===== config.mk =====
export PLATFORM = sky130hd
export DESIGN_NAME = bin_eval
export DESIGN_NICKNAME = d
export VERILOG_FILES = /design/src/sat_bin_pkg.sv /design/src/bin_eval.sv
export SDC_FILE = /design/constraint.sdc
export NUM_CORES = 1
export LEC_CHECK = 0
export BUFFER_PORTS_ARGS = -buffer_cell sky130_fd_sc_hd__buf_4
export CORE_ASPECT_RATIO = 1.1
export CORE_UTILIZATION = 33
export CTS_CLUSTER_DIAMETER = 120
export DETAILED_ROUTE_END_ITERATION = 10
export PLACE_DENSITY = 0.54
export SLEW_MARGIN = 20
export SYNTH_ARGS = -nofsm -noshare
export SYNTH_HDL_FRONTEND = slang
export SYNTH_SLANG_ARGS = --single-unit

===== constraint.sdc =====
create_clock -name clk -period 4.99 [get_ports clk]
set_input_delay 0.998 -clock clk [delete_from_list [all_inputs] [get_ports clk]]
set_output_delay 0.998 -clock clk [all_outputs]
set_load 0.01 [all_outputs]

===== src/sat_bin_pkg.sv =====
`default_nettype none
// bin sizes, widths, literal and host select encodings
// packed structs shared by the stores, loader, slots and evaluator

package sat_bin_pkg;

    // bin geometry
    localparam int NUM_CLAUSES_A_BIN = 8;
    localparam int NUM_VARS_A_BIN    = 8;
    localparam int NUM_LVLS_A_BIN    = 8;
    localparam int IDX_WIDTH         = 3;

    localparam int WIDTH_BIN_ID       = 10;
    localparam int WIDTH_LVL          = 9;
    localparam int WIDTH_VAR_ID       = 9;
    localparam int ADDR_WIDTH_BIN_MEM = 9;
    localparam int WIDTH_CLAUSE       = 2 * NUM_VARS_A_BIN;
    localparam int WIDTH_CNT          = 4;

    localparam int BIN_MEM_DEPTH   = 2 ** ADDR_WIDTH_BIN_MEM;
    localparam int VSTATE_DEPTH    = 2 ** WIDTH_VAR_ID;
    localparam int LVL_DEPTH       = 2 ** WIDTH_LVL;
    localparam int HOST_ADDR_WIDTH = 9;
    localparam int HOST_DATA_WIDTH = 16;

    // literal code per bin variable position
    localparam logic [1:0] LIT_ABSENT = 2'b00;
    localparam logic [1:0] LIT_POS    = 2'b01;
    localparam logic [1:0] LIT_NEG    = 2'b10;

    // host memory select
    localparam logic [1:0] MEM_CLAUSE = 2'd0;
    localparam logic [1:0] MEM_VAR    = 2'd1;
    localparam logic [1:0] MEM_VSTATE = 2'd2;
    localparam logic [1:0] MEM_LSTATE = 2'd3;

    typedef struct packed {
        logic                 assigned;
        logic                 value;
        logic [WIDTH_LVL-1:0] level;
    } var_state_t;

    typedef struct packed {
        logic [WIDTH_BIN_ID-1:0] dcd_bin;
        logic                    has_bkt;
    } lvl_state_t;

    typedef struct packed {
        logic                       strobe;
        logic [1:0]                 sel;
        logic [HOST_ADDR_WIDTH-1:0] addr;
        logic [HOST_DATA_WIDTH-1:0] data;
    } host_wr_t;

    // active marks a clause with at least one literal present
    typedef struct packed {
        logic active;
        logic sat;
        logic conflict;
        logic unit;
    } clause_res_t;

    typedef struct packed {
        logic                 bin_sat;
        logic                 bin_conflict;
        logic [WIDTH_CNT-1:0] unit_cnt;
        logic [WIDTH_CNT-1:0] open_cnt;
    } bin_status_t;

endpackage

`default_nettype wire

===== src/bin_eval.sv =====
`timescale 1ns/1ps
`default_nettype none
// reduces slot results into a bin status at the end of a load

module bin_eval
    import sat_bin_pkg::*;
(
    input  wire              clk,
    input  wire              rst,
    input  wire              done_load_i,
    input  wire clause_res_t res_i [NUM_CLAUSES_A_BIN],
    output logic             status_valid_o,
    output bin_status_t      bin_status_o
);

    bin_status_t status_next;

    always_comb
    begin
        status_next.bin_sat      = 1'b1;
        status_next.bin_conflict = 1'b0;
        status_next.unit_cnt     = '0;
        status_next.open_cnt     = '0;
        for (int i = 0; i < NUM_CLAUSES_A_BIN; i++)
        begin
            // empty clauses do not block bin_sat
            if (res_i[i].active && !res_i[i].sat)
                status_next.bin_sat = 1'b0;
            if (res_i[i].conflict)
                status_next.bin_conflict = 1'b1;
            if (res_i[i].unit)
                status_next.unit_cnt = status_next.unit_cnt + 1'b1;
            if (!res_i[i].sat && !res_i[i].conflict)
                status_next.open_cnt = status_next.open_cnt + 1'b1;
        end
    end

    always_ff @(posedge clk)
    begin
        if (!rst)
            status_valid_o <= 1'b0;
        else
            status_valid_o <= done_load_i;
    end

    always_ff @(posedge clk)
    begin
        if (done_load_i)
            bin_status_o <= status_next;
    end

endmodule

`default_nettype wire


==> metrics list <==
- Cell-by-cell trace of the critical path: buf_4 -> inv_1 -> ha_1 -> xnor2_1 -> nand2_1 -> o21ai_0 -> ha_1 -> and2_1 -> o2111ai_1 -> nand2_1 -> a221o_1 -> or2_2 -> ha_1 -> nor2b_1 -> nor2_1 -> ha_1 -> nand2_1 -> xor2_1 -> xnor2_1
- Flip-flop and latch area: about 320 um2
* WS Path Type: in2reg
* Post-CTS Setup Repair Bufs: 0
* Sequential share of the synthesized area: 19.65%
* Largest family of logic cells by synthesized area: simple AND/OR/NAND/NOR gates
- Detailed-router iteration count before antenna repair: 4
* MaxCap Viol Count: 0
* Num CTS Buffers: 3
- The cell area that synthesis handed to floorplanning was 1630 um2.
- After clock tree synthesis, the clock-pin slew on the worst setup and hold paths is around 0.05 ns.
- CP most frequent cell: ha_1
* Worst-margin pin slew: slightly below 0.5 ns
- Crit path DAT: 4.43 ns
* Area fraction in compound gates after synthesis: 16.19%
- The detailed router finished its first iteration with 53 violations.
* Antenna Diode Count: 0
- Routed Antenna Nets: 0
* Share of synthesized cell area in full adder, half adder and majority cells: 9.977%
* Count of different cell masters after synthesis: 58
- Summed over all failing endpoints, the final setup total negative slack is 0 ns.
- Total number of vias: 1492
- Dividing the detail-routed wire length by the instance count gives 12.01 um.
- The first global-routing pass estimated 6.085 mm of wire.
* Via count of the first global-routing pass: 1370
- Num ports: 46
- After layout, the worst path uses just under 90% of the clock period.
* Class of the tightest hold or removal check: in2reg
* Overall routing resource usage: about 14%
- H-tree depth: 1
* DRC errors left: 0
- In the final layout, the multi-input gates occupy 1202 um2.
- TritonCTS built the clock tree.
- The clock net in this run drives a total of 11 sinks.
* Finished Core Util: ~44%
* Clock period minus worst slack: 4.442 ns
- The worst pin sits at a relative slew slack of 66.88%.
- Power per cell area: 231.9 nW/um2
- Largest stage delay, worst path: 0.44 ns
- Critical Path Start Type: input port
* Antenna violations before repair: 0
* Count of fill cells added during filler insertion: 491
- Most common cell after layout, fill and taps aside: buf_4
- During placement, the flow inserted port buffers numbering 45.
* Floorplan die width: 69.02 um
- Mux contribution to synthesized area: 4.068%
- Number of cells produced by synthesis: 195
- Cell with the biggest individual delay on the critical path: ha_1
- Category of cells accounting for the largest share of critical-path delay: adder cells
- Total number of nets in the final design: 290
* Xor and xnor fraction of the mapped netlist area: 17.50%
* Master cell of the clock root buffer: clkbuf_8
* Number of hold-repair buffers added at the cts stage: 0
- Once the floorplan was initialized, standard cells occupied a little over a third of the core.
- Critical Path End Type: flop
- IR analysis of the VDD net gives a maximum drop of 0.06899 mV.
- Avg Cell Area, Syn: around 8.4 um2
- Total setup violations reported at the end of the flow: 0
* Grt total ovfl: 0
- Gates resized during post-CTS repair numbered 0.
* Primary flip-flop cell chosen by synthesis mapping: edfxtp_1
- After synthesis the netlist holds a flip-flop and latch count of 11.
* Fraction of final layout cells with drive strength greater than 1: 29.05%
* Layout area overhead: 26.48%
- Run status: finished clean
* Post-synthesis simple-gate area fraction: 26.02%
- Worst Path Required: 4.98 ns
* YS warnings: 0
- Setup repair after global routing left no endpoint under its margin.
- The die covers 5226 um2.
- Drt via density: 5.024
- Largest net degree at the start of global routing: 16
* Number of core rows: 26
* Max Transition Viols Final: 0
- Of all cell types, the one taking the most synthesized area is edfxtp_1.
- In this run the standard cell core region covers 4684 um2.
- P_leak: between 0.8 and 0.9 nW
- Maximum fanout along the worst path: 6
- By area the synthesized netlist is led by edfxtp_1 (18%), ha_1 (10%), xnor2_1 (9.1%).
- Highest-count cells in the layout ignoring fill and taps: buf_4 (47), inv_1 (19), nand2_1 (19)
- Net count after synthesis: 243
* Area share of the largest cell type after synthesis: a little under a fifth
- Counting flops with a built-in enable in the synthesized netlist gives 10.
- In the synthesized netlist the async set-or-reset flop fraction comes to 0%.
- Final hold violation count: 0
* Final weighted congestion of routability-driven global placement: ~0.80
- The floorplan step set the die height to about 76 um.
* Peak Freq: 225.1 MHz
- The longest clock path from root to sink contains 2 buffers.
- Together, buffers and inverters on the worst path number 2.
- Detailed Place HPWL: just over 3 mm
* Total detailed-routing wirelength: 3.568 mm
-- metrics by stage --
step	total power, mW	worst slack [ns]	instance area [um2]	cells	hold slack, ns
floorplan	0.3094	0.6901	1630	195	1.111
global placement	0.3900	0.3769	2017	293	1.214
detailed placement	0.3929	0.3005	2017	293	1.217
CTS	0.4820	0.5483	2062	297	0.9735
global route	0.5168	0.2457	2062	297	0.9937
finish	0.4782	0.5478	2062	297	0.9717
-- area by class of cell --
class	instances	area share, %
inverter	19	3.459
clock buffer	4	2.184
timing repair buffer	47	17.11
multi-input combinational	160	58.31
sequential	11	15.53
tap	56	3.398
-- cells by family after synthesis --
kind of cell,count (synthesis)
compound gates,37
fa+ha+maj,13
mux,5
flops,11
xor+xnor,28
simple gates,77
buf+inv,24
-- state kept, by name (all words and copies together) (netlist names) --
register        count
bin_status_o       10
status_valid_o      1
-- where the power goes --
group	switching (mW)	total [mW]	internal, mW
clock	0.0332	0.0893	0.0561
sequential	0.00401	0.128	0.124
combinational	0.133	0.261	0.128
total	0.170	0.478	0.308
-- worst paths after layout --
kind / start / endpoint / slack (ns) / depth (start not counted)
worst min-delay path: rst / status_valid_o$_SDFF_PN0_ / 0.97 / 2
worst max-delay path: res_i[24] / bin_status_o[6]$_DFFE_PP_ / 0.55 / 19
-- cells in the mapped netlist (2+ instances only) --
cell and count:
nand3_1 4, nor3_1 6, a31oi_1 2, or2_2 5, nor3b_1 2, o2111ai_1 2
a21oi_1 6, ha_1 13, xor2_1 8, and2_1 3, o21ai_0 6, xnor2_1 17
edfxtp_1 10, nand2b_1 4, inv_1 19, nor4_1 4, nand2_1 19, nor2b_1 4
buf_4 2, nor2_1 15, o22ai_1 5, buf_2 2, mux2_2 2
-- per-layer routing --
| metal | vias to the layer above | wire length (um) | GRT usage (%) |
|---|---|---|---|
| li1 | 784 | - | - |
| met1 | 663 | 1692 | 18.14 |
| met2 | 41 | 1678 | 25.67 |
| met3 | 4 | 157 | 1.455 |
| met4 | 0 | 40 | 4.762 |
| met5 | - | 0 | 0 |
Power figures use the tool's default switching activity.
