### src/sat_bin_pkg.sv
`default_nettype none
// bin sizes, widths, literal and host select encodings
// packed structs shared by the stores, loader, slots and evaluator

package sat_bin_pkg;

    // bin geometry
    localparam int NUM_CLAUSES_A_BIN = 8;
    localparam int NUM_VARS_A_BIN    = 8;
    localparam int NUM_LVLS_A_BIN    = 8;
    localparam int IDX_WIDTH         = 3;

    localparam int WIDTH_BIN_ID       = 10;
    localparam int WIDTH_LVL          = 9;
    localparam int WIDTH_VAR_ID       = 9;
    localparam int ADDR_WIDTH_BIN_MEM = 9;
    localparam int WIDTH_CLAUSE       = 2 * NUM_VARS_A_BIN;
    localparam int WIDTH_CNT          = 4;

    localparam int BIN_MEM_DEPTH   = 2 ** ADDR_WIDTH_BIN_MEM;
    localparam int VSTATE_DEPTH    = 2 ** WIDTH_VAR_ID;
    localparam int LVL_DEPTH       = 2 ** WIDTH_LVL;
    localparam int HOST_ADDR_WIDTH = 9;
    localparam int HOST_DATA_WIDTH = 16;

    // literal code per bin variable position
    localparam logic [1:0] LIT_ABSENT = 2'b00;
    localparam logic [1:0] LIT_POS    = 2'b01;
    localparam logic [1:0] LIT_NEG    = 2'b10;

    // host memory select
    localparam logic [1:0] MEM_CLAUSE = 2'd0;
    localparam logic [1:0] MEM_VAR    = 2'd1;
    localparam logic [1:0] MEM_VSTATE = 2'd2;
    localparam logic [1:0] MEM_LSTATE = 2'd3;

    typedef struct packed {
        logic                 assigned;
        logic                 value;
        logic [WIDTH_LVL-1:0] level;
    } var_state_t;

    typedef struct packed {
        logic [WIDTH_BIN_ID-1:0] dcd_bin;
        logic                    has_bkt;
    } lvl_state_t;

    typedef struct packed {
        logic                       strobe;
        logic [1:0]                 sel;
        logic [HOST_ADDR_WIDTH-1:0] addr;
        logic [HOST_DATA_WIDTH-1:0] data;
    } host_wr_t;

    // active marks a clause with at least one literal present
    typedef struct packed {
        logic active;
        logic sat;
        logic conflict;
        logic unit;
    } clause_res_t;

    typedef struct packed {
        logic                 bin_sat;
        logic                 bin_conflict;
        logic [WIDTH_CNT-1:0] unit_cnt;
        logic [WIDTH_CNT-1:0] open_cnt;
    } bin_status_t;

endpackage

`default_nettype wire
### src/clause_slot.sv
`timescale 1ns/1ps
`default_nettype none
// one clause row with its variable values
// classifies the clause as satisfied, conflict or unit

module clause_slot
    import sat_bin_pkg::*;
(
    input  wire                      clk,
    input  wire                      rst,
    input  wire                      wr_clause_i,
    input  wire [WIDTH_CLAUSE-1:0]   clause_i,
    input  wire [NUM_VARS_A_BIN-1:0] wr_var_states_i,
    input  wire var_state_t          var_state_i,
    output clause_res_t              res_o
);

    logic [WIDTH_CLAUSE-1:0]   lits;
    logic [NUM_VARS_A_BIN-1:0] asg;
    logic [NUM_VARS_A_BIN-1:0] val;
    logic [NUM_VARS_A_BIN-1:0] present;
    logic [NUM_VARS_A_BIN-1:0] lit_true;
    logic [NUM_VARS_A_BIN-1:0] lit_open;

    always_ff @(posedge clk)
    begin
        if (!rst)
        begin
            lits <= '0;
            asg  <= '0;
        end
        else
        begin
            if (wr_clause_i)
                lits <= clause_i;
            for (int k = 0; k < NUM_VARS_A_BIN; k++)
            begin
                if (wr_var_states_i[k])
                    asg[k] <= var_state_i.assigned;
            end
        end
    end

    always_ff @(posedge clk)
    begin
        for (int k = 0; k < NUM_VARS_A_BIN; k++)
        begin
            if (wr_var_states_i[k])
                val[k] <= var_state_i.value;
        end
    end

    // code 2'b11 is unused and reads as negative
    always_comb
    begin
        for (int k = 0; k < NUM_VARS_A_BIN; k++)
        begin
            present[k]  = (lits[2*k +: 2] != LIT_ABSENT);
            lit_true[k] = present[k] && asg[k] && (val[k] == (lits[2*k +: 2] == LIT_POS));
            lit_open[k] = present[k] && !asg[k];
        end
    end

    assign res_o.active   = |present;
    assign res_o.sat      = |lit_true;
    assign res_o.conflict = (|present) && !(|lit_true) && !(|lit_open);
    assign res_o.unit     = !(|lit_true) && $onehot(lit_open);

endmodule

`default_nettype wire

### config.mk
export PLATFORM = sky130hd
export DESIGN_NAME = clause_slot
export DESIGN_NICKNAME = d
export VERILOG_FILES = /design/src/sat_bin_pkg.sv /design/src/clause_slot.sv
export SDC_FILE = /design/constraint.sdc
export NUM_CORES = 1
export LEC_CHECK = 0
export ABC_AREA = 1
export BUFFER_PORTS_ARGS = -buffer_cell sky130_fd_sc_hd__buf_2
export CAP_MARGIN = 25
export CORE_MARGIN = 3
export CORE_UTILIZATION = 52
export CTS_CLUSTER_SIZE = 25
export DETAILED_ROUTE_END_ITERATION = 10
export PLACE_DENSITY = 0.81
export SETUP_SLACK_MARGIN = 0.15
export SYNTH_ARGS = -nofsm -noshare
export SYNTH_HDL_FRONTEND = slang
export SYNTH_SLANG_ARGS = --single-unit
export TNS_END_PERCENT = 50
### constraint.sdc
create_clock -name clk -period 4.1 [get_ports clk]
set_input_delay 0.82 -clock clk [delete_from_list [all_inputs] [get_ports clk]]
set_output_delay 0.82 -clock clk [all_outputs]
set_load 0.005 [all_outputs]
==> results of run 1 <==
## metrics by stage
stage	power [mW]	util	instances	hold slack (ns)
CTS	0.793	0.672	307	0.484
detailed placement	0.550	0.634	297	0.484
global placement	0.540	0.634	297	0.477
global route	0.839	0.672	307	0.516
floorplan	0.490	-	227	0.462
finish	0.786	0.672	307	0.486
## worst min path at each step
stage	to	startpoint	slack, ns
5_1_grt	lits[3]	lits[3]	0.52
3_5_place_dp	lits[3]	lits[3]	0.48
2_1_floorplan	lits[5]	lits[5]	0.46
4_1_cts	lits[3]	lits[3]	0.48
6_report	lits[3]	lits[3]	0.49
3_3_place_gp	lits[5]	lits[5]	0.48
## report_power, final
group	internal (mW)	switching, mW
registers	0.346	0.0149
clock network	0.128	0.108
logic	0.0832	0.106
## Yosys cell counts
cell	n	area, um^2
ha_1	4	50.1
inv_2	4	15.0
o21ai_1	4	20.0
buf_2	1	5.00
clkbuf_1	4	15.0
fa_1	4	80.1
nor2_2	4	25.0
nand3b_1	1	7.51
nor2_1	62	233
a21oi_1	14	70.1
dfxtp_1	24	480
nand2_1	41	154
inv_1	30	113
o21ai_0	18	90.1
o2111ai_1	1	8.76
nand3_1	1	5.00
edfxtp_1	8	240
nand2_2	2	12.5
## layer usage
metal,wire [um],vias to the layer above
li1,-,774
met5,0,-
met2,1480,44
met1,1500,621
met3,276,6
met4,68,0
## sequential cells by signal, indices dropped and copies added, names as in the netlist
| signal | count |
|---|---|
| asg | 8 |
| val | 8 |
| lits | 16 |
## logic make-up after synthesis
kind of cell / share of synthesized area
AO/OA/AOI/OAI: 0.116
adder cells (fa/ha/maj): 0.0801
buffers and inverters: 0.0909
flip-flops: 0.444
AND/OR/NAND/NOR: 0.269
## worst max-delay path, cell delays in order (launching register included)
cell	delay, ns
dfxtp_2	0.35
nor2_4	0.12
nor2_2	0.06
fa_1	0.52
inv_1	0.05
fa_1	0.51
fa_1	0.43
inv_1	0.07
ha_1	0.15
inv_1	0.05
fa_2	0.33
nor2_1	0.09
nand2_1	0.05
nand2_1	0.05
o2111ai_1	0.09
nor2_1	0.10
buf_2	0.11
## repair_timing
item                                    in CTS  in global routing
endpoints found under the hold margin        0                  0
setup buffers                                2                  0
resized for setup                            7                  1
pin swaps                                    3                  2
endpoints found under the setup margin       1                  1
## layout make-up
cell class              count  area (um^2)  share of cell area
clock buffers               6         41.3              0.0214
clock inverters             2         35.0              0.0181
inverters                  34          128              0.0660
multi-input cells         156          769               0.398
flip-flops and latches     32          724               0.375
well taps                  42         52.6              0.0272
repair buffers             35          183              0.0945
==> flow_metrics.env, run 1 <==
export IMPL_clk_pin_slew_ns=0.10
export IMPL_irDropWorstVdd_uv=264
export IMPL_insertion_delay_ns=0.33
export IMPL_overflow=0
export IMPL_fin_nets=310
export IMPL_grt_pass1_vias=1249
export IMPL_diodes=0
export IMPL_grt_pass1_wl_mm=5.43
export IMPL_syn_cell_area_mm2=0.00162
export IMPL_synth_seq_area_share=0.444
export IMPL_core_rowCount=19
export IMPL_setup_viol=1
export IMPL_ant_nets=0
export IMPL_slew_headroom=0.560
export IMPL_outcome="finished with violations"
export IMPL_place_gp_congestion=0.853
export IMPL_cts_sinks=32
export IMPL_use_met3=0.0702
export IMPL_r2r_cells=3
export IMPL_final_cell_mix="61 x nor2_1, 41 x nand2_1, 32 x buf_2"
export IMPL_fin_crit_sh=1.05
export IMPL_via_per_inst=4.71
export IMPL_powerDensity_mw_per_mm2=407
export IMPL_htreeDepth=2
export IMPL_die_width_um=61.9
export IMPL_cts_hold_buf=0
export IMPL_ios=42
export IMPL_drcViolationCount=0
export IMPL_top_usage_layer="met2"
export IMPL_drt_total_wl_mm=3.33
export IMPL_pre_cts_ws_ns=0.0299
export IMPL_cp_max_fo=2
export IMPL_drive_gt1_frac=0.219
export IMPL_port_buffer_count=32
export IMPL_rsz0062_at_grt="yes"
export IMPL_cts_tree="built"
export IMPL_maxCapViolations=0
export IMPL_p_leak_nw=0.963
export IMPL_crit_path_end="res_o[0]"
export IMPL_end_kind="output port"
export IMPL_rrSetupSlack_ns=3.36
export IMPL_grt_total_usage=0.204
export IMPL_place_area_mm2=0.00182
export IMPL_cts_buffer_depth=2
export IMPL_path_class="flop to output port"
export IMPL_worstPathArrival_ns=3.49
export IMPL_hold_path_cell_count=2
export IMPL_drt_iter0_markers=63
export IMPL_vias=1445
export IMPL_syn_nets=273
export IMPL_area_growth_pct=19.0
export IMPL_syn_inst=227
export IMPL_synth_cell_types=18
export IMPL_die_h_um=61.9
export IMPL_cp_startpoint="lits[0]"
export IMPL_rr_startpoint="lits[1]"
export IMPL_place_hpwl_mm=2.44
export IMPL_fill_cells=263
export IMPL_min_period_ns=4.31
export IMPL_synth_seq_cells=32
export IMPL_postLayoutCellArea_mm2=0.00193
export IMPL_clock_skew_ns=0
export IMPL_start_util=0.565
export IMPL_min_path_type="flop to flop"
export IMPL_hold_viol=0
export IMPL_avgSynthCellArea_um2=7.15
export IMPL_required_ns=3.28
export IMPL_worst_pin_slew_ns=0.659
export IMPL_violations="negative setup slack"
export IMPL_final_common_cell="nor2_1"
export IMPL_core_area_mm2=0.00288
export IMPL_cts_buffers=5
export IMPL_grt_max_degree=23
export IMPL_grt_use_met1=0.272
export IMPL_die_area_mm2=0.00383
export IMPL_fin_ws_ns=-0.210
export IMPL_drtPass1Iterations=4
export IMPL_met2_usage=0.305
export IMPL_slew_viol_final=0
export IMPL_setup_tns_ns=-0.210
export IMPL_cts_root_buffer="clkbuf_4"
export IMPL_reg2reg_to="lits[1]"
export IMPL_clock_fmax_ghz=0.232
export IMPL_ys_warn_count=0
export IMPL_grt_antenna_before_repair=0
export IMPL_startpoint_type="flop"
export IMPL_detail_route_wl_per_cell_um=10.8
(Power assumes the default switching activity.)
==> inputs of run 2 (changes only) <==
Settings changed: CORE_MARGIN 3 to default.
==> run 2 against run 1 <==
The run ends with design-rule violations, negative setup slack left. Final area up 0.13%. Clock skew is the same. Worst hold slack got worse by 0.00066 ns. Worst setup slack worse by 0.012 ns. Non-clock buffer count increased by 1. Sequential power about the same. Utilization up 0.65 points. Count of clock-buffer cells in the layout down 1. Final cell count decreased by 3.3%. Critical path depth is the same. Clock power increased by 4%. Via count rose by 0.90%. Critical path type unchanged. Critical endpoint unchanged. Highest routed layer unchanged.
==> flow_metrics.env, run 2 (synthesis gave the netlist of run 1 again) <==
export IMPL_grt_antenna_before_repair=0
export IMPL_cts_sinks=32
export IMPL_crit_path_end="res_o[0]"
export IMPL_p_leak_nw=0.965
export IMPL_worst_pin_slew_ns=0.666
export IMPL_clk_pin_slew_ns=0.11
export IMPL_insertion_delay_ns=0.36
export IMPL_via_per_inst=4.91
export IMPL_slew_viol_final=0
export IMPL_fin_nets=311
export IMPL_largest_reg_flops=16
export IMPL_required_ns=3.28
export IMPL_area_growth_pct=19.2
export IMPL_cts_buffer_depth=2
export IMPL_dr_wl_met3_um=176
export IMPL_core_rowCount=19
export IMPL_final_cell_mix="60 x nor2_1, 41 x nand2_1, 32 x buf_2"
export IMPL_cts_tree="built"
export IMPL_rrSetupSlack_ns=3.37
export IMPL_fill_cells=260
export IMPL_power_uw=803
export IMPL_cts_hold_buf=0
export IMPL_place_hpwl_mm=2.45
export IMPL_r2r_cells=4
export IMPL_biggestRegsByFlops="lits (16), asg (8), val (8)"
export IMPL_drt_met1_wl_mm=1.55
export IMPL_setup_viol=1
export IMPL_powerDensity_mw_per_mm2=415
export IMPL_die_width_um=57.9
export IMPL_overflow=0
export IMPL_met2_length_mm=1.61
export IMPL_irDropWorstVdd_uv=255
export IMPL_place_gp_congestion=0.807
export IMPL_diodes=0
export IMPL_hold_viol=0
export IMPL_htreeDepth=2
export IMPL_ant_nets=0
export IMPL_drive_gt1_frac=0.233
export IMPL_pre_cts_ws_ns=0.0330
export IMPL_grt_total_usage=0.224
export IMPL_port_buffer_count=32
export IMPL_cp_startpoint="lits[1]"
export IMPL_rr_startpoint="asg[6]"
export IMPL_cts_root_buffer="clkbuf_4"
export IMPL_top_layer_used="met4"
export IMPL_rsz0062_at_grt="yes"
export IMPL_ios=42
export IMPL_start_util=0.569
export IMPL_violations="design-rule violations, negative setup slack"
export IMPL_maxCapViolations=0
export IMPL_final_common_cell="nor2_1"
export IMPL_cts_buffers=5
export IMPL_grt_pass1_wl_mm=5.41
export IMPL_detail_route_wl_per_cell_um=11.4
export IMPL_vias=1458
export IMPL_worstPathArrival_ns=3.50
export IMPL_fin_crit_sh=1.05
export IMPL_cp_max_fo=2
export IMPL_grt_max_degree=23
export IMPL_die_area_mm2=0.00335
export IMPL_clock_skew_ns=0
export IMPL_slew_headroom=0.555
export IMPL_core_area_mm2=0.00285
export IMPL_drtPass1Iterations=7
export IMPL_grt_pass1_vias=1234
export IMPL_drcViolationCount=2
export IMPL_fin_ws_ns=-0.222
export IMPL_end_kind="output port"
export IMPL_outcome="finished with violations"
export IMPL_drt_iter0_markers=68
export IMPL_min_period_ns=4.32
export IMPL_startpoint_type="flop"
export IMPL_min_path_type="flop to flop"
export IMPL_die_h_um=57.9
export IMPL_clock_fmax_ghz=0.231
export IMPL_largest_register="lits"
export IMPL_reg2reg_to="asg[6]"
export IMPL_setup_tns_ns=-0.222
export IMPL_drt_total_wl_mm=3.39
export IMPL_path_class="flop to output port"
## run 2: per-layer routing
metal	vias to the layer above	GRT usage
li1	774	-
met1	641	0.287
met2	36	0.360
met3	7	0.0670
met4	0	0.0816
met5	-	0
## run 2: final cells by class
class,instances,area (um^2),area share
inverters,34,128,0.0659
flip-flops and latches,32,724,0.374
repair buffers,36,190,0.0983
clock inverters,3,42.5,0.0220
well taps,31,38.8,0.0200
clock buffers,5,37.5,0.0194
multi-input cells,156,774,0.400
## run 2: worst min-delay path by stage
| stage | startpoint | endpoint | cells past startpoint |
|---|---|---|---|
| 6_report | lits[7] | lits[7] | 2 |
| 2_1_floorplan | lits[5] | lits[5] | 2 |
| 3_3_place_gp | lits[7] | lits[7] | 2 |
| 4_1_cts | lits[7] | lits[7] | 2 |
| 3_5_place_dp | lits[5] | lits[5] | 2 |
| 5_1_grt | lits[7] | lits[7] | 2 |
## run 2: where the power goes
group	total (mW)	switching (mW)	internal (mW)
sequential	0.361	0.0149	0.346
clock	0.246	0.119	0.127
combinational	0.196	0.109	0.0877
total	0.803	0.243	0.561
## run 2: critical path: stages, from the launching register on
cell,delay [ns]
dfxtp_2,0.35
nor2_4,0.12
nor2_2,0.06
fa_1,0.53
inv_1,0.05
fa_1,0.49
fa_1,0.41
inv_1,0.07
ha_2,0.18
inv_1,0.05
fa_2,0.34
nor2_1,0.09
nand2_1,0.05
nand2_1,0.05
o2111ai_1,0.09
nor2_1,0.10
buf_2,0.11
## run 2: per-stage QoR
stage / hold WS (ns) / instances / utilization / instance area (um^2)
6_report: 0.485 / 297 / 0.679 / 1940
3_5_place_dp: 0.482 / 285 / 0.632 / 1800
5_1_grt: 0.512 / 297 / 0.679 / 1940
4_1_cts: 0.490 / 296 / 0.675 / 1920
3_3_place_gp: 0.477 / 285 / 0.632 / 1800
2_1_floorplan: 0.462 / 227 / - / 1620
## run 2: what timing repair did
action	CTS	global route
gates resized for setup	8	2
endpoints found under the setup margin	1	1
buffers inserted	3	1
pin swaps	3	2
==> inputs of run 3 (changes only) <==
Settings changed: PLACE_DENSITY 0.81 to 0.79.
==> run 3 against run 2 <==
The flow finishes with violations (negative setup slack). Largest cell class unchanged. Power down 7.0%. Utilization shrank 0.13 points. Maximum frequency grew 0.66%. Non-clock buffer count rose by 2.
==> flow_metrics.env, run 3 (synthesis gave the netlist of run 1 again) <==
export IMPL_htreeDepth=2
export IMPL_startpoint_type="flop"
export IMPL_reg2reg_to="asg[3]"
export IMPL_ant_nets=0
export IMPL_core_rowCount=19
export IMPL_fin_crit_sh=1.05
export IMPL_detail_route_wl_per_cell_um=11.6
export IMPL_end_kind="output port"
export IMPL_setup_viol=1
export IMPL_place_gp_congestion=0.760
export IMPL_slew_headroom=0.565
export IMPL_outcome="finished with violations"
export IMPL_crit_slowest_cell="fa_1"
export IMPL_pwr_share_comb=0.265
export IMPL_maxCapViolations=0
export IMPL_final_common_cell="nor2_1"
export IMPL_clk_pin_slew_ns=0.09
export IMPL_cp_startpoint="lits[1]"
export IMPL_path_class="flop to output port"
export IMPL_biggestRegsByFlops="lits (16), asg (8), val (8)"
export IMPL_clkPwrFrac=0.251
export IMPL_top_layer_used="met4"
export IMPL_seq_power_share=0.484
export IMPL_die_h_um=57.9
export IMPL_fill_cells=270
export IMPL_crit_chain="nor2_4 > nor2_2 > fa_1 > inv_1 > fa_1 > fa_1 > inv_1 > ha_2 > inv_1 > fa_2 > nor2_1 > nand2_1 > nand2_1 > o2111ai_1 > nor2_1 > buf_2"
export IMPL_crit_path_end="res_o[0]"
export IMPL_min_path_type="flop to flop"
export IMPL_r2r_cells=4
export IMPL_final_cell_mix="61 x nor2_1, 41 x nand2_1, 32 x buf_2"
export IMPL_powerDensity_mw_per_mm2=387
export IMPL_grt_max_degree=23
export IMPL_cts_hold_buf=0
export IMPL_dr_wl_met3_um=206
export IMPL_insertion_delay_ns=0.32
export IMPL_regArea_um2=724
export IMPL_cts_sinks=32
export IMPL_drt_met1_wl_mm=1.57
export IMPL_worstPathArrival_ns=3.47
export IMPL_hold_viol=0
export IMPL_switching_share=0.305
export IMPL_p_leak_nw=0.967
export IMPL_multiInputGateArea_um2=777
export IMPL_rsz0062_at_grt="yes"
export IMPL_grt_total_usage=0.236
export IMPL_clock_fmax_ghz=0.233
export IMPL_instances_no_fill=299
export IMPL_rr_startpoint="asg[3]"
export IMPL_met2_length_mm=1.67
export IMPL_fin_nets=313
export IMPL_p_int_uw=519
export IMPL_area_growth_pct=19.0
export IMPL_path_depth=16
export IMPL_grt_pass1_wl_mm=5.86
export IMPL_port_buffer_count=32
export IMPL_worst_pin_slew_ns=0.651
export IMPL_place_hpwl_mm=2.48
export IMPL_cts_buffers=5
export IMPL_rrSetupSlack_ns=3.37
export IMPL_drtPass1Iterations=7
export IMPL_p_sw_uw=228
export IMPL_start_util=0.569
export IMPL_cts_tree="built"
export IMPL_diodes=0
export IMPL_via_per_inst=4.97
export IMPL_clock_skew_ns=0
export IMPL_final_core_util=0.677
export IMPL_drt_total_wl_mm=3.47
export IMPL_grt_antenna_before_repair=0
export IMPL_required_ns=3.28
export IMPL_drcViolationCount=0
export IMPL_cts_buffer_depth=2
export IMPL_critical_path_max_stage_delay_ns=0.53
export IMPL_largest_register="lits"
export IMPL_pre_cts_ws_ns=0.0537
export IMPL_vias=1485
export IMPL_overflow=0
export IMPL_cts_root_buffer="clkbuf_4"
export IMPL_die_width_um=57.9
export IMPL_grt_pass1_vias=1364
export IMPL_power_uw=747
export IMPL_dp_cells=286
export IMPL_cp_max_fo=2
export IMPL_slew_viol_final=0
export IMPL_core_area_mm2=0.00285
export IMPL_critPathTopFamily="adder cells"
export IMPL_largest_reg_flops=16
export IMPL_min_period_ns=4.29
export IMPL_irDropWorstVdd_uv=267
export IMPL_crit_buf_inv=4
export IMPL_ios=42
export IMPL_violations="negative setup slack"
export IMPL_drive_gt1_frac=0.228
export IMPL_setup_tns_ns=-0.193
export IMPL_die_area_mm2=0.00335
export IMPL_drt_iter0_markers=103
export IMPL_fin_ws_ns=-0.193
run 3: power by group through the flow:
stage	clock network [mW]	logic [mW]	registers (mW)
after global routing	0.206	0.229	0.365
after detailed placement	0	0.182	0.367
final	0.188	0.198	0.361
after floorplan	0	0.126	0.364
after CTS	0.191	0.194	0.361
after global placement	0	0.174	0.366
run 3: worst min path at each step:
stage,slack [ns],endpoint,cells after the start,from
finish,0.49,lits[3],2,lits[3]
global route,0.53,lits[7],2,lits[7]
CTS,0.48,lits[3],2,lits[3]
detailed placement,0.49,lits[7],2,lits[7]
global placement,0.48,lits[5],2,lits[5]
floorplan,0.46,lits[5],2,lits[5]
run 3: through the flow:
| step | area, um^2 | hold WS (ns) |
|---|---|---|
| after floorplan | 1620 | 0.462 |
| after global placement | 1810 | 0.478 |
| after detailed placement | 1810 | 0.488 |
| after CTS | 1920 | 0.484 |
| after global routing | 1930 | 0.528 |
| final | 1930 | 0.493 |
run 3: area by class of cell:
cell class                      count  area share
Multi-Input combinational cell    156       0.402
Sequential cell                    32       0.375
Timing Repair Buffer               38       0.106
Inverter                           34      0.0661
Clock buffer                        8      0.0304
Tap cell                           31      0.0201
run 3: worst min-delay path, delay by kind of cell (launching register included):
kind            cells  cell delay, ns
compound gates      1            0.05
buf+inv             1            0.06
flops               1            0.35
run 3: what timing repair did:
action	in CTS	in global routing
pin swaps	2	0
gates resized for setup	7	3
buffers inserted	5	0
setup endpoints to repair	1	1
run 3: routing by layer:
metal,vias to the layer above,global-route usage
li1,780,-
met1,656,0.297
met2,43,0.391
met3,6,0.0692
met4,0,0.0782
met5,-,0
