### config.mk
export PLATFORM = sky130hd
export DESIGN_NAME = load_bin
export DESIGN_NICKNAME = d
export VERILOG_FILES = /design/src/sat_bin_pkg.sv /design/src/load_bin.sv
export SDC_FILE = /design/constraint.sdc
export NUM_CORES = 1
export LEC_CHECK = 0
export ABC_AREA = 1
export BUFFER_PORTS_ARGS = -buffer_cell sky130_fd_sc_hd__buf_4
export CAP_MARGIN = 20
export CORE_MARGIN = 2
export CORE_UTILIZATION = 40
export DETAILED_ROUTE_END_ITERATION = 6
export PLACE_DENSITY = 0.72
export RECOVER_POWER = 100
export SETUP_SLACK_MARGIN = 0.4
export SYNTH_ARGS = -nofsm -noshare
export SYNTH_HDL_FRONTEND = slang
export SYNTH_SLANG_ARGS = --single-unit
### constraint.sdc
create_clock -name clk -period 2.8 [get_ports clk]
set_clock_uncertainty 0.15 [all_clocks]
set_input_delay 0.28 -clock clk [delete_from_list [all_inputs] [get_ports clk]]
set_output_delay 0.28 -clock clk [all_outputs]
set_load 0.01 [all_outputs]
### src/sat_bin_pkg.sv
`default_nettype none
// bin sizes, widths, literal and host select encodings
// packed structs shared by the stores, loader, slots and evaluator

package sat_bin_pkg;

    // bin geometry
    localparam int NUM_CLAUSES_A_BIN = 8;
    localparam int NUM_VARS_A_BIN    = 8;
    localparam int NUM_LVLS_A_BIN    = 8;
    localparam int IDX_WIDTH         = 3;

    localparam int WIDTH_BIN_ID       = 10;
    localparam int WIDTH_LVL          = 9;
    localparam int WIDTH_VAR_ID       = 9;
    localparam int ADDR_WIDTH_BIN_MEM = 9;
    localparam int WIDTH_CLAUSE       = 2 * NUM_VARS_A_BIN;
    localparam int WIDTH_CNT          = 4;

    localparam int BIN_MEM_DEPTH   = 2 ** ADDR_WIDTH_BIN_MEM;
    localparam int VSTATE_DEPTH    = 2 ** WIDTH_VAR_ID;
    localparam int LVL_DEPTH       = 2 ** WIDTH_LVL;
    localparam int HOST_ADDR_WIDTH = 9;
    localparam int HOST_DATA_WIDTH = 16;

    // literal code per bin variable position
    localparam logic [1:0] LIT_ABSENT = 2'b00;
    localparam logic [1:0] LIT_POS    = 2'b01;
    localparam logic [1:0] LIT_NEG    = 2'b10;

    // host memory select
    localparam logic [1:0] MEM_CLAUSE = 2'd0;
    localparam logic [1:0] MEM_VAR    = 2'd1;
    localparam logic [1:0] MEM_VSTATE = 2'd2;
    localparam logic [1:0] MEM_LSTATE = 2'd3;

    typedef struct packed {
        logic                 assigned;
        logic                 value;
        logic [WIDTH_LVL-1:0] level;
    } var_state_t;

    typedef struct packed {
        logic [WIDTH_BIN_ID-1:0] dcd_bin;
        logic                    has_bkt;
    } lvl_state_t;

    typedef struct packed {
        logic                       strobe;
        logic [1:0]                 sel;
        logic [HOST_ADDR_WIDTH-1:0] addr;
        logic [HOST_DATA_WIDTH-1:0] data;
    } host_wr_t;

    // active marks a clause with at least one literal present
    typedef struct packed {
        logic active;
        logic sat;
        logic conflict;
        logic unit;
    } clause_res_t;

    typedef struct packed {
        logic                 bin_sat;
        logic                 bin_conflict;
        logic [WIDTH_CNT-1:0] unit_cnt;
        logic [WIDTH_CNT-1:0] open_cnt;
    } bin_status_t;

endpackage

`default_nettype wire
### src/load_bin.sv
`timescale 1ns/1ps
`default_nettype none
// bin loader: clause and variable-id sequencing, variable-state lookup,
// base-level search down the level list, one-hot write strobes

module load_bin
    import sat_bin_pkg::*;
(
    input  wire                           clk,
    input  wire                           rst,
    input  wire                           start_load_i,
    input  wire [WIDTH_BIN_ID-1:0]        request_bin_i,
    input  wire [WIDTH_LVL-1:0]           cur_lvl_i,
    input  wire [WIDTH_CLAUSE-1:0]        clause_data_i,
    input  wire [WIDTH_VAR_ID-1:0]        var_id_i,
    input  wire var_state_t               vstate_i,
    input  wire lvl_state_t               lstate_i,
    output logic [ADDR_WIDTH_BIN_MEM-1:0] clause_addr_o,
    output logic [ADDR_WIDTH_BIN_MEM-1:0] var_addr_o,
    output logic [WIDTH_VAR_ID-1:0]       vstate_addr_o,
    output logic [WIDTH_LVL-1:0]          lstate_addr_o,
    output logic [WIDTH_CLAUSE-1:0]       clause_o,
    output logic [NUM_CLAUSES_A_BIN-1:0]  wr_carray_o,
    output var_state_t                    var_state_o,
    output logic [NUM_VARS_A_BIN-1:0]     wr_var_states_o,
    output lvl_state_t                    lvl_state_o,
    output logic [NUM_LVLS_A_BIN-1:0]     wr_lvl_states_o,
    output logic [WIDTH_LVL-1:0]          base_lvl_o,
    output logic                          base_lvl_valid_o,
    output logic                          load_busy_o,
    output logic                          done_load_o
);

    logic                          start_ok;
    logic [ADDR_WIDTH_BIN_MEM-1:0] bin_base;
    logic [WIDTH_BIN_ID-1:0]       req_bin;
    logic [WIDTH_LVL-1:0]          start_lvl;

    // clause and variable-id stream
    logic                 rd_act;
    logic [IDX_WIDTH-1:0] rd_idx;
    logic                 rd_first;
    logic                 cdata_first;
    logic                 vdata_first;

    // level search and level stream
    logic                 searching;
    logic                 chk;
    logic [WIDTH_LVL-1:0] srch_lvl;
    logic [WIDTH_LVL-1:0] chk_lvl;
    logic                 hit;
    logic                 stop;
    logic [WIDTH_LVL-1:0] base_next;
    logic                 lrd_act;
    logic [IDX_WIDTH-1:0] lrd_idx;
    logic                 lrd_first;
    logic                 ldata_first;

    logic v_fin;
    logic l_fin;
    logic v_last;
    logic l_last;
    logic all_done;

    assign start_ok = start_load_i && !load_busy_o;

    always_ff @(posedge clk)
    begin
        if (start_ok)
        begin
            bin_base  <= ADDR_WIDTH_BIN_MEM'(request_bin_i * NUM_CLAUSES_A_BIN);
            req_bin   <= request_bin_i;
            start_lvl <= cur_lvl_i;
        end
    end

    always_ff @(posedge clk)
    begin
        if (!rst)
        begin
            rd_act <= 1'b0;
            rd_idx <= '0;
        end
        else if (start_ok)
        begin
            rd_act <= 1'b1;
            rd_idx <= '0;
        end
        else if (rd_act)
        begin
            rd_idx <= rd_idx + 1'b1;
            if (rd_idx == IDX_WIDTH'(NUM_CLAUSES_A_BIN - 1))
                rd_act <= 1'b0;
        end
    end

    assign clause_addr_o = bin_base + ADDR_WIDTH_BIN_MEM'(rd_idx);
    assign var_addr_o    = bin_base + ADDR_WIDTH_BIN_MEM'(rd_idx);
    // returned ids go straight back out as state addresses
    assign vstate_addr_o = var_id_i;
    assign rd_first      = rd_act && (rd_idx == '0);

    // strobes start one cycle after the first data word, then shift
    always_ff @(posedge clk)
    begin
        if (!rst)
        begin
            cdata_first     <= 1'b0;
            vdata_first     <= 1'b0;
            ldata_first     <= 1'b0;
            wr_carray_o     <= '0;
            wr_var_states_o <= '0;
            wr_lvl_states_o <= '0;
        end
        else
        begin
            cdata_first     <= rd_first;
            vdata_first     <= cdata_first;
            ldata_first     <= lrd_first;
            wr_carray_o     <= {wr_carray_o[NUM_CLAUSES_A_BIN-2:0], cdata_first};
            wr_var_states_o <= {wr_var_states_o[NUM_VARS_A_BIN-2:0], vdata_first};
            wr_lvl_states_o <= {wr_lvl_states_o[NUM_LVLS_A_BIN-2:0], ldata_first};
        end
    end

    always_ff @(posedge clk)
    begin
        clause_o    <= clause_data_i;
        var_state_o <= vstate_i;
        lvl_state_o <= lstate_i;
    end

    // search reads one level per cycle, the compare trails by one
    assign hit  = (lstate_i.dcd_bin == req_bin);
    assign stop = chk && (!hit || (chk_lvl == '0));

    always_comb
    begin
        if (hit)
            base_next = chk_lvl;
        else if (chk_lvl == start_lvl)
            base_next = start_lvl;
        else
            base_next = chk_lvl + 1'b1;
    end

    always_ff @(posedge clk)
    begin
        if (!rst)
        begin
            searching        <= 1'b0;
            chk              <= 1'b0;
            lrd_act          <= 1'b0;
            lrd_idx          <= '0;
            base_lvl_valid_o <= 1'b0;
        end
        else if (start_ok)
        begin
            searching        <= 1'b1;
            chk              <= 1'b0;
            base_lvl_valid_o <= 1'b0;
        end
        else if (stop)
        begin
            searching        <= 1'b0;
            chk              <= 1'b0;
            lrd_act          <= 1'b1;
            lrd_idx          <= '0;
            base_lvl_valid_o <= 1'b1;
        end
        else if (searching)
            chk <= 1'b1;
        else if (lrd_act)
        begin
            lrd_idx <= lrd_idx + 1'b1;
            if (lrd_idx == IDX_WIDTH'(NUM_LVLS_A_BIN - 1))
                lrd_act <= 1'b0;
        end
    end

    always_ff @(posedge clk)
    begin
        if (start_ok)
            srch_lvl <= cur_lvl_i;
        else if (searching)
            srch_lvl <= srch_lvl - 1'b1;
        chk_lvl <= srch_lvl;
        if (stop)
            base_lvl_o <= base_next;
    end

    assign lstate_addr_o = searching ? srch_lvl : base_lvl_o + WIDTH_LVL'(lrd_idx);
    assign lrd_first     = lrd_act && (lrd_idx == '0);

    // clause strobes always end a cycle before the variable states
    assign v_last   = wr_var_states_o[NUM_VARS_A_BIN-1];
    assign l_last   = wr_lvl_states_o[NUM_LVLS_A_BIN-1];
    assign all_done = load_busy_o && (v_fin || v_last) && (l_fin || l_last);

    always_ff @(posedge clk)
    begin
        if (!rst)
        begin
            load_busy_o <= 1'b0;
            done_load_o <= 1'b0;
            v_fin       <= 1'b0;
            l_fin       <= 1'b0;
        end
        else
        begin
            done_load_o <= all_done;
            if (start_ok)
                load_busy_o <= 1'b1;
            else if (all_done)
                load_busy_o <= 1'b0;
            v_fin <= !(start_ok || all_done) && (v_fin || v_last);
            l_fin <= !(start_ok || all_done) && (l_fin || l_last);
        end
    end

endmodule

`default_nettype wire

==> reports/metrics.cfg, run 1 <==
[final_layout]
layoutNonFillerInstCount=844
mostFrequentLayoutCell=sky130_fd_sc_hd__clkbuf_1
drive_above_1_share=0.160
final_core_utilization=0.586
area_growth_syn_to_layout_pct=42.7
insertedDiodeCount=0
filler_cell_count=1024
final_nets=770
most_frequent_cells_in_the_layout=111 x sky130_fd_sc_hd__clkbuf_1, 109 x sky130_fd_sc_hd__nand2_1, 81 x sky130_fd_sc_hd__dfxtp_1, 60 x sky130_fd_sc_hd__inv_1, 58 x sky130_fd_sc_hd__dlygate4sd3_1

[global_route]
grt_pass1_wl_um=19400
grt_max_degree=32
initial_antenna_violation_count=0
via_count_of_the_first_global_routing_pass=4151
grt_util_all_layers=0.195
remaining_global_route_overflow=0

[cts]
h_tree_depth=4
num_cts_buffers=17
clock_insertion_delay_worst_skew_ns=0.41
cts-root-buf=sky130_fd_sc_hd__clkbuf_16
tritoncts_clock_tree=yes
clk_pin_slew_worst_paths_ns=0.05
cts-root-to-sink-buffers=2
cts.sink_count=118

[power]
swShare=0.239
share_clk_of_total_power=0.474
intPower_uw=3600
power.ir.vdd_worst_uv=440
totalPowerFinal_uw=4720
comb_power_share=0.107
power_per_cell_area_nw_per_um2=705
switchingPower_uw=1130
leakagePower_uw=0.00297
seq_power_share=0.419

[worst_setup_path]
crit_slowest_cell=sky130_fd_sc_hd__edfxtp_1
crit_cells=9
worstReg2RegEnd=base_lvl_o[0]
crit_path_cell_chain=ha_4 -> fa_2 -> nand2_1 -> a21boi_4 -> nand3_2 -> nor3_2 -> xnor2_1 -> o21ai_1 -> buf_4
timing.rr.start=start_lvl[3]
critical_path.startpoint_type=register
critical_path_buf_inv_count=1
crit_path_max_fanout=2
critPathMaxStageDelay_ns=0.41
timing.reg2reg.setup_slack_ns=0.37
cp-endpoint=lstate_addr_o[8]
r2r_cells=6
critical-path-top-delay-family=simple AND/OR/NAND/NOR gates
cp.arrival_ns=2.14
cp-startpoint=base_lvl_o[0]
setup.worst_path.class=reg -> out
cp-end-kind=output port
crit_required_ns=2.37

[place]
dp.final_hpwl_um=7950
number_of_placed_cells_counting_well_taps=747
place.port_buffers=160
pre_cts_ws_ns=0.558
gp_congestion=0.892

[floorplan]
placementRows=39
die_span_y_um=112
io-pin-count=179
die_w_um=112
die_area_um2=12600
coreArea_um2=11400
floorplan.initialDensity=0.411

[synthesis]
synth.yosys.warnings=0
seq_area_frac_synth=0.582
synth_enable_flop_cells=37
synthesis.nets=564
yosysTopAreaCellShare=0.346
post_synth_main_area_contributors=sky130_fd_sc_hd__dfxtp_1 35%, sky130_fd_sc_hd__edfxtp_1 24%, sky130_fd_sc_hd__nand2_1 8.8%
syn_inst_count=482
mapped_cell_area_um2=4690
syn_avg_cell_area_um2=9.73
synth_cell_type_count=34
synth_largest_area_cell=sky130_fd_sc_hd__dfxtp_1
synth-async-reset-ratio=0
postSynth.topFlopCell=sky130_fd_sc_hd__dfxtp_1
synth-seq-cells=118

[sta]
post-route-worst-setup-slack_ns=0.229
fmaxAchievable_mhz=389
setup_repair_after_global_routing_missed_its_margin=true
timing.final.crit_share=0.918
tightestPinTransition_ns=0.878
report.final.slew_viol_count=0
finalCriticalPeriod_ns=2.57
final-hold-violation-count=0
fin_setup_tns_ns=0
maxSlewHeadroom=0.410
setup_violations_final=0

[job]
maxCapViolCount=0

[route]
antenna_violating_nets_post_route=0
via_count=3950
via_per_inst=4.68
drt_iter0_drc=322
avgRoutedWirePerCell_um=14.2
drt_pre_antenna_iters=4
drc=0
postRouteWirelength_um=12000

[hold_path]
worstHoldPathType=in -> reg

[run_status]
outcome=finished clean

[synthesized netlist by cell type (all sizes together) (3+ instances only)]
library cell  number
o21ai             15
nand3             26
a21oi              6
nand2            111
xor2              15
edfxtp            37
nor3               6
xnor2              8
a31oi              4
nand4              4
clkbuf             5
nor2              33
inv               63
nor4               5
nand3b             7
buf               34
ha                12
o22ai              3
dfxtp             81
[metal layers]
layer / up-vias / GRT usage / share of wire
li1: 1917 / - / -
met1: 1864 / 0.216 / 0.39
met2: 139 / 0.343 / 0.53
met3: 30 / 0.0545 / 0.049
met4: 0 / 0.102 / 0.029
met5: - / 0 / 0
[power by group through the flow]
| stage | clock, uW | sequential [uW] | combinational, uW |
|---|---|---|---|
| 3_5_place_dp | 0 | 2010 | 486 |
| 3_3_place_gp | 0 | 2010 | 472 |
| 2_1_floorplan | 0 | 2000 | 278 |
| 4_1_cts | 2270 | 1980 | 561 |
| 6_report | 2240 | 1980 | 504 |
| 5_1_grt | 2360 | 1990 | 555 |
[worst min-delay path: stages]
cell	delay, ns
sky130_fd_sc_hd__buf_4	0.20
sky130_fd_sc_hd__nand2_1	0.08
sky130_fd_sc_hd__inv_1	0.03
[per-stage QoR]
step                instance area (um2)  hold slack [ns]
floorplan                          4690            0.158
global placement                   5800            0.234
detailed placement                 5800            0.235
CTS                                7060           0.0646
global route                       6700           0.0808
finish                             6700           0.0761
[sequential cells by signal, indices dropped and copies added (netlist names), 2 cells and up]
name and flops:
wr_var_states_o 2, rd_idx 3, lvl_state_o 11, clause_o 16, lrd_idx 3, req_bin 10, start_lvl 9, base_lvl_o 9
wr_lvl_states_o 8, var_state_o 11, wr_carray_o 7, srch_lvl 9, chk_lvl 9
[how the worst min path moves through the flow]
stage	from	end	cells past startpoint
floorplan	clause_data_i[0]	clause_o[0]	0
global placement	vstate_i[5]	var_state_o[5]	1
detailed placement	lstate_i[0]	lvl_state_o[0]	1
CTS	rst	wr_carray_o[3]	3
global route	rst	wr_carray_o[3]	3
finish	rst	wr_var_states_o[7]	3
[cell families (layout without fill, tap and decap cells)]
logic type | Yosys count | in the layout | share of synthesized area
AOI/OAI and AO/OA | 31 | 31 | 0.0365
xor gates and xnor gates | 23 | 23 | 0.0493
adders and majority gates | 13 | 13 | 0.0363
buffers and inverters | 103 | 322 | 0.110
DFF | 118 | 118 | 0.582
and+or+nand+nor | 194 | 194 | 0.185
[final cells by class]
| cell class | instances | area, um2 | share of cell area |
|---|---|---|---|
| clock buffers | 18 | 429 | 0.0641 |
| clock inverters | 14 | 183 | 0.0273 |
| inverters | 64 | 240 | 0.0359 |
| multi-input cells | 261 | 1510 | 0.225 |
| flip-flops and latches | 118 | 2730 | 0.408 |
| well taps | 143 | 179 | 0.0267 |
| repair buffers | 226 | 1430 | 0.213 |
[what timing repair did]
item | CTS | global route
setup buffers | 4 | 3
resized for setup | 10 | 11
pin swaps | 6 | 13
hold buffers | 58 | 0
endpoints found under the hold margin | 58 | 0
setup endpoints to repair | 5 | 6
Power figures use the tool's default switching activity.
==> run 2, diff against run 1 <==
--- a/config.mk
+++ b/config.mk
@@ -12,7 +12,6 @@
 export CORE_UTILIZATION = 40
 export DETAILED_ROUTE_END_ITERATION = 6
 export PLACE_DENSITY = 0.72
-export RECOVER_POWER = 100
 export SETUP_SLACK_MARGIN = 0.4
 export SYNTH_ARGS = -nofsm -noshare
 export SYNTH_HDL_FRONTEND = slang
==> reports/metrics.cfg, run 2 (synthesis results as in run 1) <==
[run_status]
outcome=finished clean

[final_layout]
multiInputGateArea_um2=1530  ; +1.8%
mostFrequentLayoutCell=sky130_fd_sc_hd__buf_4
layout.area.seq_um2=2730  ; about the same
insertedDiodeCount=0  ; unchanged
top_flop_regs=clause_o (16), lvl_state_o (11), var_state_o (11)
layoutNonFillerInstCount=844  ; unchanged
largest_register_ffs=16  ; unchanged
drive_above_1_share=0.328  ; +0.168
filler_cell_count=892  ; -13%
most_frequent_cells_in_the_layout=168 x sky130_fd_sc_hd__buf_4, 107 x sky130_fd_sc_hd__nand2_1, 80 x sky130_fd_sc_hd__dfxtp_1, 58 x sky130_fd_sc_hd__inv_1, 58 x sky130_fd_sc_hd__dlygate4sd3_1
final_nets=770  ; unchanged
area_growth_syn_to_layout_pct=52.2
design_area_um2=7140  ; +6.6%
registers.top_by_ff_count=clause_o

[route]
via_count=3938  ; -0.30%
via_per_inst=4.67  ; -0.30%
avgRoutedWirePerCell_um=14.2  ; about the same
antenna_violating_nets_post_route=0  ; unchanged
postRouteWirelength_um=12000  ; about the same
drt_iter0_drc=322  ; unchanged
drc=0  ; unchanged
drt_pre_antenna_iters=5  ; +1

[power]
comb_power_share=0.119  ; +0.012
power.ir.vdd_worst_uv=446  ; +1.4%
switchingPower_uw=1140  ; +0.80%
leakagePower_uw=0.00342  ; +15%
intPower_uw=3660  ; +1.7%
seq_power_share=0.413  ; -0.006
power_per_cell_area_nw_per_um2=671  ; -4.8%
share_clk_of_total_power=0.467  ; -0.007
swShare=0.237  ; -0.00158

[worst_setup_path]
crit_slowest_cell=sky130_fd_sc_hd__edfxtp_1
crit_required_ns=2.37  ; about the same
critical-path-top-delay-family=flip-flops
critical_path_buf_inv_count=1  ; unchanged
setup.worst_path.class=reg -> out
critical_path.startpoint_type=register
timing.reg2reg.setup_slack_ns=0.78  ; +0.41 ns
cp-end-kind=output port
critPathMaxStageDelay_ns=0.41  ; about the same
crit_path_cell_chain=ha_4 -> fa_2 -> nand2_2 -> a21boi_4 -> nand3_2 -> nor3_2 -> xnor2_1 -> o21ai_1 -> buf_4
cp.arrival_ns=2.11  ; -0.03 ns
crit_path_max_fanout=2  ; unchanged

[hold_path]
worstHoldPathType=in -> reg

[cts]
h_tree_depth=4  ; unchanged
tritoncts_clock_tree=yes
cts-root-buf=sky130_fd_sc_hd__clkbuf_16
num_cts_buffers=17  ; unchanged
cts.sink_count=118  ; unchanged
cts-root-to-sink-buffers=2  ; unchanged
clk_pin_slew_worst_paths_ns=0.05  ; about the same
clock_insertion_delay_worst_skew_ns=0.41  ; about the same

[job]
maxCapViolCount=0  ; unchanged

[global_route]
remaining_global_route_overflow=0  ; unchanged
initial_antenna_violation_count=0  ; unchanged
grt_max_degree=32  ; unchanged
grt_pass1_wl_um=19400  ; unchanged
grt_util_all_layers=0.195  ; unchanged
via_count_of_the_first_global_routing_pass=4151  ; unchanged

[place]
gp_congestion=0.892  ; unchanged
place.port_buffers=160  ; unchanged
number_of_placed_cells_counting_well_taps=747  ; unchanged
pre_cts_ws_ns=0.558  ; unchanged
dp.final_hpwl_um=7950  ; unchanged
dpl-instance-area_um2=5800  ; unchanged

[sta]
setup_violations_final=0  ; unchanged
maxSlewHeadroom=0.586  ; +0.176
tightestPinTransition_ns=0.616  ; -0.262 ns
report.final.slew_viol_count=0  ; unchanged
post-route-worst-setup-slack_ns=0.259  ; +0.0300 ns
timing.final.crit_share=0.907  ; -0.0107
fin_setup_tns_ns=0  ; unchanged
finalCriticalPeriod_ns=2.54  ; -0.0300 ns
fmaxAchievable_mhz=394  ; +1.2%
final-hold-violation-count=0  ; unchanged
setup_repair_after_global_routing_missed_its_margin=true

[floorplan]
coreArea_um2=11400  ; unchanged
die_area_um2=12600  ; unchanged
floorplan.initialDensity=0.411  ; unchanged
placementRows=39  ; unchanged
die_span_y_um=112  ; unchanged
io-pin-count=179  ; unchanged
die_w_um=112  ; unchanged

run 2: area by class of cell:
type                    instances  share of cell area
flip-flops and latches        118               0.383
well taps                     143              0.0251
multi-input cells             261               0.215
clock buffers                  18              0.0601
clock inverters                14              0.0256
inverters                      64              0.0336
repair buffers                226               0.258
run 2: path summary, 6_finish.rpt:
path | depth (start not counted) | startpoint | end
min reg2reg | 0 | srch_lvl[2] | chk_lvl[2]
min | 3 | rst | wr_var_states_o[7]
max | 9 | base_lvl_o[0] | lstate_addr_o[8]
max reg2reg | 7 | chk_lvl[0] | base_lvl_o[0]
run 2: stage by stage:
stage / power (uW) / hold slack (ns) / utilization
2_1_floorplan: 2280 / 0.158 / -
3_3_place_gp: 2480 / 0.234 / 0.508
3_5_place_dp: 2500 / 0.235 / 0.508
4_1_cts: 4810 / 0.0646 / 0.619
5_1_grt: 4980 / 0.0809 / 0.625
6_report: 4790 / 0.0827 / 0.625
run 2: per-layer routing:
layer	GRT usage	vias to the layer above	routed length [um]
met3	0.0545	30	722
met4	0.102	0	329
met2	0.343	151	6400
li1	-	1918	-
met1	0.216	1839	4560
met5	0	-	0
run 2: repair_timing:
action                     4_1_cts  5_1_grt
hold buffers                    58        0
pin swaps                        6       13
setup endpoints to repair        5        6
resized for setup               10       11
setup buffers                    4        3
hold endpoints to repair        58        0
run 2: worst register-to-register path, stage by stage, from the launching register on:
cell                      delay, ns
sky130_fd_sc_hd__dfxtp_1       0.42
sky130_fd_sc_hd__inv_1         0.10
sky130_fd_sc_hd__nand2_1       0.08
sky130_fd_sc_hd__nand4_1       0.15
sky130_fd_sc_hd__nor4_4        0.50
sky130_fd_sc_hd__nand3_1       0.15
sky130_fd_sc_hd__nand3_1       0.12
sky130_fd_sc_hd__nand2_1       0.09
run 2: power by group through the flow:
| stage | clock [uW] | sequential, uW | combinational (uW) |
|---|---|---|---|
| finish | 2240 | 1980 | 572 |
| global route | 2360 | 1990 | 626 |
| CTS | 2270 | 1980 | 561 |
| detailed placement | 0 | 2010 | 486 |
| global placement | 0 | 2010 | 472 |
| floorplan | 0 | 2000 | 278 |
==> run 3, diff against run 2 <==
--- a/config.mk
+++ b/config.mk
@@ -10,6 +10,7 @@
 export CAP_MARGIN = 20
 export CORE_MARGIN = 2
 export CORE_UTILIZATION = 40
+export CTS_BUF_LIST = sky130_fd_sc_hd__clkbuf_8
 export DETAILED_ROUTE_END_ITERATION = 6
 export PLACE_DENSITY = 0.72
 export SETUP_SLACK_MARGIN = 0.4
==> reports/metrics.cfg, run 3 (synthesis results as in run 1) <==
[sta]
timing.final.crit_share=0.897  ; -0.0108
final-hold-violation-count=0  ; unchanged
fin_setup_tns_ns=0  ; unchanged
finalCriticalPeriod_ns=2.51  ; -0.0303 ns
tightestPinTransition_ns=0.612  ; -0.00422 ns
report.final.slew_viol_count=0  ; unchanged
setup_repair_after_global_routing_missed_its_margin=true
fmaxAchievable_mhz=398  ; +1.2%
maxSlewHeadroom=0.589  ; +0.00283
setup_violations_final=0  ; unchanged

[final_layout]
filler_cell_count=911  ; +2.1%
area_growth_syn_to_layout_pct=48.3
top_flop_regs=clause_o (16), lvl_state_o (11), var_state_o (11)
multiInputGateArea_um2=1540  ; about the same
largest_register_ffs=16  ; unchanged
layoutNonFillerInstCount=846  ; +0.24%
layout.area.seq_um2=2730  ; unchanged
registers.top_by_ff_count=clause_o
final_nets=771  ; +0.13%
mostFrequentLayoutCell=sky130_fd_sc_hd__buf_4
most_frequent_cells_in_the_layout=169 x sky130_fd_sc_hd__buf_4, 107 x sky130_fd_sc_hd__nand2_1, 80 x sky130_fd_sc_hd__dfxtp_1, 59 x sky130_fd_sc_hd__inv_1, 58 x sky130_fd_sc_hd__dlygate4sd3_1
drive_above_1_share=0.332  ; +0.00381

[hold_path]
worstHoldPathType=in -> reg

[floorplan]
die_w_um=112  ; unchanged
io-pin-count=179  ; unchanged
coreArea_um2=11400  ; unchanged
die_area_um2=12600  ; unchanged
die_span_y_um=112  ; unchanged
floorplan.initialDensity=0.411  ; unchanged
placementRows=39  ; unchanged

[cts]
h_tree_depth=4  ; unchanged
num_cts_buffers=17  ; unchanged
clock_insertion_delay_worst_skew_ns=0.42  ; about the same
clk_pin_slew_worst_paths_ns=0.07  ; +0.02 ns
cts-root-to-sink-buffers=2  ; unchanged
cts.sink_count=118  ; unchanged
cts-root-buf=sky130_fd_sc_hd__clkbuf_8
tritoncts_clock_tree=yes

[run_status]
outcome=finished clean

[route]
drt_iter0_drc=263  ; -18%
via_count=3911  ; -0.69%
via_per_inst=4.62  ; -0.92%
postRouteWirelength_um=11700  ; -3.0%
drt_pre_antenna_iters=5  ; unchanged
antenna_violating_nets_post_route=0  ; unchanged
avgRoutedWirePerCell_um=13.8  ; -3.2%
drc=0  ; unchanged

[worst_setup_path]
crit_required_ns=2.37  ; about the same
setup.worst_path.class=reg -> out
cp-end-kind=output port
critical_path.startpoint_type=register
cp.arrival_ns=2.08  ; -0.03 ns
crit_path_max_fanout=2  ; unchanged

[power]
leakagePower_uw=0.00334  ; -2.3%
power_per_cell_area_nw_per_um2=601  ; -10%
power.ir.vdd_worst_uv=444  ; -0.55%

[place]
number_of_placed_cells_counting_well_taps=747  ; unchanged
gp_congestion=0.892  ; unchanged
dp.final_hpwl_um=7950  ; unchanged
place.port_buffers=160  ; unchanged

[global_route]
via_count_of_the_first_global_routing_pass=4081  ; -1.7%
grt_util_all_layers=0.188  ; -0.00735
initial_antenna_violation_count=1  ; +1
grt_max_degree=32  ; unchanged
remaining_global_route_overflow=0  ; unchanged
grt_pass1_wl_um=18800  ; -3.4%

[job]
maxCapViolCount=0  ; unchanged

==> run 3: cell count changes in the layout (fill, tap and decap cells not counted), sizes merged <==
cell    change
buf         +1
inv         +1
clkbuf      -1
diode       +1
==> run 3: power by group <==
group	internal, uW	switching [uW]	leakage (uW)	total (uW)
logic	292	278	0.00211	570
registers	1880	95.1	0.00102	1980
clock network	958	679	0.000208	1640
total	3130	1050	0.00334	4180
==> run 3: cell type report <==
| cell class | instances | area share |
|---|---|---|
| diodes | 1 | 0.000360 |
| clock buffers | 17 | 0.0336 |
| clock inverters | 15 | 0.0268 |
| inverters | 64 | 0.0345 |
| multi-input cells | 261 | 0.221 |
| flip-flops and latches | 118 | 0.393 |
| well taps | 143 | 0.0257 |
| repair buffers | 227 | 0.266 |
==> run 3: what timing repair did <==
item,4_1_cts,5_1_grt
hold buffers,58,0
setup endpoints to repair,5,7
gates resized for setup,12,11
pin swaps,8,10
hold endpoints to repair,62,0
setup buffers,6,2
==> run 3: worst paths after layout <==
check | start | end | cells past startpoint | slack (ns)
worst min register to register | srch_lvl[7] | chk_lvl[7] | 0 | 0.27
worst min-delay path | rst | wr_var_states_o[7] | 3 | 0.06
worst max register to register | chk_lvl[0] | base_lvl_o[0] | 7 | 0.77
worst max-delay path | base_lvl_o[0] | lstate_addr_o[8] | 9 | 0.29
==> run 3: critical path, stage by stage (launching register included) <==
cell                       delay (ns)
sky130_fd_sc_hd__edfxtp_1        0.45
sky130_fd_sc_hd__ha_4            0.20
sky130_fd_sc_hd__fa_2            0.34
sky130_fd_sc_hd__nand2_2         0.09
sky130_fd_sc_hd__a21boi_2        0.07
sky130_fd_sc_hd__nand3_2         0.09
sky130_fd_sc_hd__nor3_2          0.05
sky130_fd_sc_hd__xnor2_1         0.11
sky130_fd_sc_hd__o21ai_1         0.12
sky130_fd_sc_hd__buf_4           0.14
==> run 3: per-stage QoR <==
stage	hold slack (ns)	instance area [um2]	power, uW	setup WS, ns	utilization
2_1_floorplan	0.158	4690	2280	0.696	-
3_3_place_gp	0.234	5800	2480	0.671	0.508
3_5_place_dp	0.235	5800	2500	0.558	0.508
4_1_cts	0.0273	6900	4210	0.230	0.604
5_1_grt	0.0508	6960	4360	0.142	0.610
6_report	0.0642	6960	4180	0.290	0.610
==> run 3: routing by layer <==
metal / part of all wire / GRT usage
met1: 0.39 / 0.207
met2: 0.53 / 0.333
met3: 0.050 / 0.0508
met4: 0.027 / 0.0959
met5: 0 / 0
